<file path="config.mk">
export PLATFORM = sky130hd
export DESIGN_NAME = mem1_stage
export DESIGN_NICKNAME = d
export VERILOG_FILES = /design/src/mmu_pkg.sv /design/src/memop_pkg.sv /design/src/addr_translate.sv /design/src/exc_detect.sv /design/src/ll_sc_monitor.sv /design/src/lane_format.sv /design/src/mem_access_reg.sv /design/src/mem1_stage.sv
export SDC_FILE = /design/constraint.sdc
export NUM_CORES = 1
export LEC_CHECK = 0
export BUFFER_PORTS_ARGS = -buffer_cell sky130_fd_sc_hd__clkbuf_2
export CAP_MARGIN = 20
export CELL_PAD_IN_SITES_DETAIL_PLACEMENT = 0
export CELL_PAD_IN_SITES_GLOBAL_PLACEMENT = 1
export CORE_ASPECT_RATIO = 0.5
export CORE_MARGIN = 2
export CORE_UTILIZATION = 38
export CTS_BUF_LIST = sky130_fd_sc_hd__clkbuf_2
export DETAILED_ROUTE_END_ITERATION = 7
export HOLD_SLACK_MARGIN = 0.15
export PLACE_DENSITY_LB_ADDON = 0.1
export SLEW_MARGIN = 20
export SYNTH_ARGS = -nofsm -noshare
export SYNTH_HDL_FRONTEND = slang
export SYNTH_SLANG_ARGS = --single-unit
</file>
<file path="constraint.sdc">
create_clock -name clk -period 1.4 [get_ports clk]
set_input_delay 0.14 -clock clk [delete_from_list [all_inputs] [get_ports clk]]
set_output_delay 0.14 -clock clk [all_outputs]
set_load 0.01 [all_outputs]
</file>
<file path="src/mmu_pkg.sv">
package mmu_pkg;

    // address types
    typedef logic [31:0] vaddr_t;
    typedef logic [31:0] paddr_t;
    typedef logic [19:0] pfn_t;    // 4k pages
    typedef logic [2:0]  cache_attr_t;

    // cacheable noncoherent, the only attribute treated as cached
    localparam cache_attr_t ATTR_CACHED = 3'd3;

    // unmapped segments, by vaddr[31:29]
    localparam logic [2:0] SEG_KSEG0 = 3'd4;
    localparam logic [2:0] SEG_KSEG1 = 3'd5;

    // one lookup result, same cycle as the request
    typedef struct packed {
        logic        found;    // 0 means refill
        logic        valid;
        logic        dirty;    // write enable of the entry
        cache_attr_t attr;
        pfn_t        pfn;
    } tlb_resp_t;

    // translation result
    typedef struct packed {
        paddr_t paddr;
        logic   mapped;    // went through the tlb
        logic   cached;
    } xlate_t;

endpackage

</file>
<file path="src/memop_pkg.sv">
package memop_pkg;

    typedef enum logic [3:0] {
        OP_SB, OP_SH, OP_SW, OP_SWL, OP_SWR, OP_SC,
        OP_LB, OP_LBU, OP_LH, OP_LHU, OP_LW, OP_LWL, OP_LWR, OP_LL
    } mem_op_e;

    // Cause.ExcCode values
    typedef enum logic [4:0] {
        EXC_NONE = 5'd0,
        EXC_MOD  = 5'd1,
        EXC_TLBL = 5'd2,
        EXC_TLBS = 5'd3,
        EXC_ADEL = 5'd4,
        EXC_ADES = 5'd5
    } exc_code_e;

    typedef enum logic [2:0] {
        LD_BYTE, LD_HALF, LD_WORD, LD_LEFT, LD_RIGHT
    } ld_size_e;

    typedef struct packed {
        logic           valid;
        mem_op_e        op;
        mmu_pkg::vaddr_t vaddr;
        logic [31:0]    wdata;    // rt value
    } mem_req_t;

    typedef struct packed {
        logic            exc;
        logic            refill;    // tlb miss, uses the refill vector
        exc_code_e       code;
        mmu_pkg::vaddr_t badvaddr;
    } exc_t;

    typedef struct packed {
        ld_size_e   size;
        logic       sign_ext;
        logic [1:0] offset;    // byte within the word
    } load_ctl_t;

    typedef struct packed {
        logic            cached_valid;
        logic            uncached_valid;
        logic            store;
        mmu_pkg::paddr_t paddr;
        logic [3:0]      wstrb;
        logic [31:0]     wdata;
        load_ctl_t       load_ctl;
    } mem_access_t;

    function automatic logic op_is_store(mem_op_e op);
        return op inside {OP_SB, OP_SH, OP_SW, OP_SWL, OP_SWR, OP_SC};
    endfunction

endpackage

</file>
<file path="src/addr_translate.sv">
`timescale 1ns/1ps

module addr_translate (
    input  mmu_pkg::vaddr_t     vaddr,
    input  mmu_pkg::tlb_resp_t  tlb,
    input  mmu_pkg::cache_attr_t k0_attr,
    output mmu_pkg::xlate_t     xlate
);

    logic [2:0]           seg;
    logic                 kseg0;
    logic                 kseg1;
    mmu_pkg::cache_attr_t attr;

    assign seg   = vaddr[31:29];
    assign kseg0 = (seg == mmu_pkg::SEG_KSEG0);
    assign kseg1 = (seg == mmu_pkg::SEG_KSEG1);

    always_comb begin
        xlate.mapped = !(kseg0 || kseg1);    // kuseg, kseg2, kseg3

        if (xlate.mapped)
            xlate.paddr = {tlb.pfn, vaddr[11:0]};
        else
            xlate.paddr = {3'b000, vaddr[28:0]};

        // attribute that applies to this segment
        if (kseg0)
            attr = k0_attr;
        else if (kseg1)
            attr = 3'd2;    // uncached
        else
            attr = tlb.attr;

        xlate.cached = (attr == mmu_pkg::ATTR_CACHED);
    end

endmodule

</file>
<file path="src/exc_detect.sv">
`timescale 1ns/1ps

module exc_detect (
    input  memop_pkg::mem_req_t req,
    input  mmu_pkg::tlb_resp_t  tlb,
    input  logic                mapped,
    output memop_pkg::exc_t     exc_now
);

    logic is_store;
    logic ades;
    logic adel;
    logic adr_err;
    logic tlb_miss;
    logic tlb_inv;
    logic tlb_mod;

    always_comb begin
        is_store = memop_pkg::op_is_store(req.op);
        ades = 1'b0;
        adel = 1'b0;
        case (req.op)
            memop_pkg::OP_SW, memop_pkg::OP_SC: ades = (req.vaddr[1:0] != 2'b00);
            memop_pkg::OP_SH:                   ades = req.vaddr[0];
            memop_pkg::OP_LW, memop_pkg::OP_LL: adel = (req.vaddr[1:0] != 2'b00);
            memop_pkg::OP_LH, memop_pkg::OP_LHU: adel = req.vaddr[0];
            default: ;    // byte and unaligned ops never fault on alignment
        endcase

        adr_err  = req.valid && (ades || adel);
        tlb_miss = req.valid && mapped && !tlb.found;
        tlb_inv  = req.valid && mapped && tlb.found && !tlb.valid;
        // store hitting a clean page
        tlb_mod  = req.valid && mapped && tlb.found && tlb.valid && !tlb.dirty && is_store;
    end

    // address error first, then tlb
    always_comb begin
        exc_now = '0;
        if (adr_err) begin
            exc_now.exc  = 1'b1;
            exc_now.code = ades ? memop_pkg::EXC_ADES : memop_pkg::EXC_ADEL;
        end else if (tlb_miss || tlb_inv) begin
            exc_now.exc    = 1'b1;
            exc_now.refill = tlb_miss;
            exc_now.code   = is_store ? memop_pkg::EXC_TLBS : memop_pkg::EXC_TLBL;
        end else if (tlb_mod) begin
            exc_now.exc  = 1'b1;
            exc_now.code = memop_pkg::EXC_MOD;
        end

        if (exc_now.exc)
            exc_now.badvaddr = req.vaddr;
    end

endmodule

</file>
<file path="src/ll_sc_monitor.sv">
`timescale 1ns/1ps

module ll_sc_monitor (
    input  logic                clk,
    input  logic                rst_n,
    input  memop_pkg::mem_req_t req,
    input  logic                exc_flag,
    output logic                sc_ok
);

    logic            link;
    mmu_pkg::vaddr_t link_addr;
    logic            ll_set;

    assign ll_set = req.valid && (req.op == memop_pkg::OP_LL) && !exc_flag;

    always_ff @(posedge clk or negedge rst_n) begin
        if (!rst_n)
            link <= 1'b0;
        else if (exc_flag)
            link <= 1'b0;    // any exception breaks the link
        else if (ll_set)
            link <= 1'b1;
    end

    always_ff @(posedge clk) begin
        if (ll_set)
            link_addr <= req.vaddr;
    end

    assign sc_ok = req.valid && (req.op == memop_pkg::OP_SC) && link
                   && (link_addr == req.vaddr);

    link_clear_after_exc: assert property (
        @(posedge clk) disable iff (!rst_n) exc_flag |=> !link
    ) else $error("link still set after exception");

endmodule

</file>
<file path="src/lane_format.sv">
`timescale 1ns/1ps

module lane_format (
    input  memop_pkg::mem_op_e  op,
    input  logic [1:0]          byte_off,
    input  logic [31:0]         rt,
    output logic [3:0]          wstrb,
    output logic [31:0]         wdata,
    output memop_pkg::load_ctl_t load_ctl
);

    logic [4:0] sh_up;    // 8*a
    logic [4:0] sh_dn;    // 8*(3-a)

    assign sh_up = {byte_off, 3'b000};
    assign sh_dn = {~byte_off, 3'b000};

    // store lanes, little endian
    always_comb begin
        wstrb = 4'b0000;
        wdata = rt;
        case (op)
            memop_pkg::OP_SB: begin
                wstrb = 4'b0001 << byte_off;
                wdata = {4{rt[7:0]}};
            end
            memop_pkg::OP_SH: begin
                wstrb = byte_off[1] ? 4'b1100 : 4'b0011;
                wdata = {2{rt[15:0]}};
            end
            memop_pkg::OP_SWL: begin
                wstrb = 4'b1111 >> (2'd3 - byte_off);    // bytes 0..a
                wdata = rt >> sh_dn;
            end
            memop_pkg::OP_SWR: begin
                wstrb = 4'b1111 << byte_off;    // bytes a..3
                wdata = rt << sh_up;
            end
            memop_pkg::OP_SW, memop_pkg::OP_SC: begin
                wstrb = 4'b1111;
            end
            default: ;    // loads write nothing
        endcase
    end

    // byte select for the load return path
    always_comb begin
        load_ctl.offset   = byte_off;
        load_ctl.sign_ext = (op == memop_pkg::OP_LB) || (op == memop_pkg::OP_LH);
        case (op)
            memop_pkg::OP_LB, memop_pkg::OP_LBU, memop_pkg::OP_SB:
                load_ctl.size = memop_pkg::LD_BYTE;
            memop_pkg::OP_LH, memop_pkg::OP_LHU, memop_pkg::OP_SH:
                load_ctl.size = memop_pkg::LD_HALF;
            memop_pkg::OP_LWL, memop_pkg::OP_SWL:
                load_ctl.size = memop_pkg::LD_LEFT;
            memop_pkg::OP_LWR, memop_pkg::OP_SWR:
                load_ctl.size = memop_pkg::LD_RIGHT;
            default:
                load_ctl.size = memop_pkg::LD_WORD;    // lw ll sw sc
        endcase
    end

endmodule

</file>
<file path="src/mem_access_reg.sv">
`timescale 1ns/1ps

module mem_access_reg (
    input  logic                 clk,
    input  logic                 rst_n,
    input  memop_pkg::mem_req_t  req,
    input  mmu_pkg::xlate_t      xlate,
    input  memop_pkg::exc_t      exc_now,
    input  logic                 sc_ok,
    input  logic [3:0]           wstrb,
    input  logic [31:0]          wdata,
    input  memop_pkg::load_ctl_t load_ctl,
    output memop_pkg::mem_access_t access,
    output memop_pkg::exc_t      exc,
    output logic                 sc_result
);

    logic                  is_sc;
    logic                  issue;
    logic                  cached_q;
    logic                  uncached_q;
    logic                  exc_q;
    memop_pkg::mem_access_t acc_d;
    memop_pkg::mem_access_t acc_q;
    memop_pkg::exc_t       exc_d;

    assign is_sc = (req.op == memop_pkg::OP_SC);
    // failed sc drops out here
    assign issue = req.valid && !exc_now.exc && (!is_sc || sc_ok);

    always_comb begin
        acc_d.cached_valid   = 1'b0;    // carried by cached_q
        acc_d.uncached_valid = 1'b0;
        acc_d.store    = memop_pkg::op_is_store(req.op);
        acc_d.paddr    = xlate.paddr;
        acc_d.wstrb    = wstrb;
        acc_d.wdata    = wdata;
        acc_d.load_ctl = load_ctl;
        exc_d = exc_now;
    end

    always_ff @(posedge clk or negedge rst_n) begin
        if (!rst_n) begin
            cached_q   <= 1'b0;
            uncached_q <= 1'b0;
            exc_q      <= 1'b0;
            sc_result  <= 1'b0;
        end else begin
            cached_q   <= issue && xlate.cached;
            uncached_q <= issue && !xlate.cached;
            exc_q      <= exc_now.exc;
            sc_result  <= issue && is_sc;
        end
    end

    always_ff @(posedge clk) begin
        acc_q        <= acc_d;
        exc.refill   <= exc_d.refill;
        exc.code     <= exc_d.code;
        exc.badvaddr <= exc_d.badvaddr;
    end

    always_comb begin
        access = acc_q;
        access.cached_valid   = cached_q;
        access.uncached_valid = uncached_q;
        exc.exc = exc_q;
    end

    one_path_only: assert property (
        @(posedge clk) disable iff (!rst_n) !(access.cached_valid && access.uncached_valid)
    ) else $error("cached and uncached valid together");

endmodule

</file>
<file path="src/mem1_stage.sv">
`timescale 1ns/1ps

module mem1_stage (
    input  logic                   clk,
    input  logic                   rst_n,
    input  memop_pkg::mem_req_t    req,
    input  mmu_pkg::tlb_resp_t     tlb,
    input  mmu_pkg::cache_attr_t   k0_attr,
    output memop_pkg::mem_access_t access,
    output memop_pkg::exc_t        exc,
    output logic                   sc_result
);

    mmu_pkg::xlate_t      xlate;
    memop_pkg::exc_t      exc_now;
    logic                 sc_ok;
    logic [3:0]           wstrb;
    logic [31:0]          wdata;
    memop_pkg::load_ctl_t load_ctl;

    addr_translate u_xlate (
        .vaddr   (req.vaddr),
        .tlb     (tlb),
        .k0_attr (k0_attr),
        .xlate   (xlate)
    );

    exc_detect u_exc (
        .req     (req),
        .tlb     (tlb),
        .mapped  (xlate.mapped),
        .exc_now (exc_now)
    );

    ll_sc_monitor u_llsc (
        .clk      (clk),
        .rst_n    (rst_n),
        .req      (req),
        .exc_flag (exc_now.exc),
        .sc_ok    (sc_ok)
    );

    // low bits are untranslated so the vaddr offset is the paddr offset
    lane_format u_lanes (
        .op       (req.op),
        .byte_off (xlate.paddr[1:0]),
        .rt       (req.wdata),
        .wstrb    (wstrb),
        .wdata    (wdata),
        .load_ctl (load_ctl)
    );

    mem_access_reg u_reg (
        .clk       (clk),
        .rst_n     (rst_n),
        .req       (req),
        .xlate     (xlate),
        .exc_now   (exc_now),
        .sc_ok     (sc_ok),
        .wstrb     (wstrb),
        .wdata     (wdata),
        .load_ctl  (load_ctl),
        .access    (access),
        .exc       (exc),
        .sc_result (sc_result)
    );

endmodule

</file>
==> results_dict.tcl <==
set metrics [dict create \
    status "finished, violations left" \
    violations "setup timing" \
    rows 31 \
    yosysSeqAreaShare 0.572 \
    setup_viol 15 \
    clkTransAtPathRegs_ps 240 \
    nFillCells 1179 \
    synth_top_area_share 0.382 \
    pwr-share-comb 0.227 \
    drive_above_1_share 0.390 \
    worstSetupPathType "register to register" \
    drcViolationCount 0 \
    grt_pass1_vias 5663 \
    cts_tree "yes" \
    power.share.clock 0.249 \
    syn_area_um2 5710 \
    slew_headroom 0.634 \
    final.setup.worst_slack_ps -91.3 \
    p_int_mw 6.30 \
    p_per_area_nw_per_um2 915 \
    drtIter0Drc 317 \
    p_sw_mw 2.70 \
    finalCritPeriodShare 1.07 \
    min-delay-start "tlb[23]" \
    num_vias 5678 \
    endpoint_kind "register" \
    timing.rr.end "u_reg.sc_result" \
    multi_input_area_um2 2250 \
    ys_top_cells_by_count "dfxtp_1, nand2_1, and2_1, edfxtp_1, xnor2_1" \
    finalHoldViolations 0 \
    grt.overflow.total 0 \
    fmax_ghz 0.671 \
    hold_end "u_reg.sc_result" \
    gp_congestion 0.872 \
    pre_cts_slack_ps -484 \
    reg2reg_depth 6 \
    die_w_um 177 \
    power.leakage_nw 4.43 \
    synth.area.top_cells "dfxtp_1, edfxtp_1, nand2_1" \
    r2r-start "u_llsc.link_addr[13]" \
    synth_edf_count 32 \
    syn_avg_cell_area_um2 10.5 \
    fin_skew_ps 34.5 \
    whs_path_depth 6 \
    rsz0062_at_grt "true" \
    post-route-min-period_ps 1490 \
    antennaDiodeCount 0 \
    ios 217 \
    whs_ps 117 \
    wl_um 19300 \
    yosysMostFrequentCell "dfxtp_1" \
    antenna_found_initial 0 \
    grt_pass1_wl_um 28900 \
    p_sw_frac 0.300 \
    synth_seq_cells 146 \
    area_growth_pct 72.2 \
    rrSetupSlack_ps -90 \
    ys_async_sr_fraction 0.0342 \
    vias_per_cell 4.77 \
    drv_cap 0 \
    syn-instance-count 542 \
    port_buffers 214 \
    ant_nets 0 \
    dp_hpwl_um 11500 \
    fp.coreArea_um2 14600 \
    ir_drop_uv 478 \
    die_h_um 90.7 \
    cts_max_level 4 \
    grt_usage 0.231 \
    dr.pass1.iters 5 \
    ys.flop_type "dfxtp_1" \
    power_frac_seq 0.523 \
    clockBufferDepth 2 \
    worstPathMaxFanout 3 \
    yosys_warnings 0 \
    tightest_slew_ps 547 \
    arrival_ps 2120 \
    cts_root_buf "clkbuf_2" \
    grt_max_degree 34 \
    hp-class "input pin to register" \
    start_util 0.391 \
    synth_top_area_cell "dfxtp_1" \
    dieArea_um2 16100 \
    seq_area_um2 3340 \
    required_ps 2030 \
    cts_made_buffers 17 \
    synth.distinct_cells 46 \
    worstSkewPairLatency_ps 680 \
    clkSinkCount 146 \
    wire_per_inst_um 16.2 \
    fin_nets 1080 \
    startpoint_type "register" \
    drv_slew 0 \
]
[how the worst max path moves through the flow]
stage | from | to | slack, ps | cells past startpoint
detailed placement | req[65] | u_llsc.link_addr[14] | -480 | 6
floorplan | req[66] | u_llsc.link_addr[0] | -320 | 7
CTS | u_llsc.link_addr[28] | u_reg.uncached_q | -150 | 5
global placement | req[32] | u_reg.access[37] | -430 | 6
global route | u_llsc.link_addr[15] | u_reg.uncached_q | -230 | 5
finish | u_llsc.link_addr[13] | u_reg.sc_result | -90 | 6
[per-layer routing]
layer | global-route usage | up-vias | routed length [um]
li1 | - | 2774 | -
met1 | 0.279 | 2688 | 8180
met2 | 0.419 | 203 | 9620
met3 | 0.0539 | 13 | 1350
met4 | 0.0512 | 0 | 139
met5 | 0 | - | 0
[power groups by stage]
stage	Combinational (mW)	Clock (mW)	Sequential, mW
after floorplan	0.593	0	4.87
after global placement	1.41	0	4.74
after detailed placement	1.42	0	4.74
after CTS	1.84	2.34	4.66
after global routing	2.21	2.53	4.74
final	2.04	2.25	4.71
[logic make-up (layout without fill, tap and decap cells)]
group	after synthesis	in the layout	synth area share
simple gates	184	185	0.157
buf+inv	46	495	0.0436
other cells	1	2	0.000657
flops	146	146	0.572
mux	24	24	0.0434
compound gates	109	109	0.133
xor+xnor	32	32	0.0491
[cell usage in the layout (no fill, tap or decap), types with 3 or more instances in the layout]
cell type,n
buf_2,31
mux2i_1,18
nor2_1,23
inv_6,5
a221o_1,8
o21ai_0,14
dfxtp_1,48
a221oi_1,11
nor2b_1,13
nand4_1,8
clkinvlp_4,3
buf_6,60
nand2b_1,3
xnor2_1,29
a22o_1,8
dfrtp_1,5
a211oi_1,10
dfxtp_2,61
a31oi_1,3
inv_8,3
nand3_1,7
clkbuf_2,141
xor2_1,3
a21oi_1,25
a22oi_1,8
o21ai_1,4
nand2_1,78
inv_1,6
dlygate4sd3_1,181
and2_1,36
buf_4,57
a211o_1,6
mux2_2,6
edfxtp_1,32
[state kept, by name, indices dropped and copies added, names as in the netlist]
| name | cells |
|---|---|
| u_reg.sc_result | 1 |
| u_reg.access | 73 |
| u_llsc.link | 1 |
| u_reg.cached_q | 1 |
| u_llsc.link_addr | 32 |
| u_reg.exc | 36 |
| u_reg.uncached_q | 1 |
| u_reg.exc_q | 1 |
[worst max-delay path, stage by stage, from the launching register on]
cell      delay (ps)
edfxtp_1         450
xnor2_1          160
nand4_1          140
nor4_2           310
nand3_1          170
buf_4            170
nor2_2            60
[per-stage QoR]
stage	setup TNS [ps]	std cells	power, mW	util	area, um2
global route	-2260	1191	9.48	0.674	9830
CTS	-3660	1188	8.84	0.640	9330
global placement	-30110	973	6.15	0.498	7270
detailed placement	-34040	973	6.16	0.498	7270
floorplan	-10490	543	5.46	-	5760
finish	-598	1191	9.00	0.674	9830
[final cells by class]
cell class	count	share of cell area
repair buffers	456	0.381
flip-flops and latches	146	0.340
multi-input cells	352	0.229
well taps	198	0.0252
clock inverters	14	0.0122
clock buffers	18	0.00916
inverters	7	0.00267
[what timing repair did]
| action | CTS | global route |
|---|---|---|
| hold buffers | 182 | 4 |
| gates cloned | 0 | 1 |
| resized for setup | 10 | 218 |
| endpoints found under the setup margin | 13 | 153 |
| buffers inserted | 1 | 1 |
| pin swaps | 6 | 4 |
| hold endpoints to repair | 167 | 9 |
(Power assumes the default switching activity.)
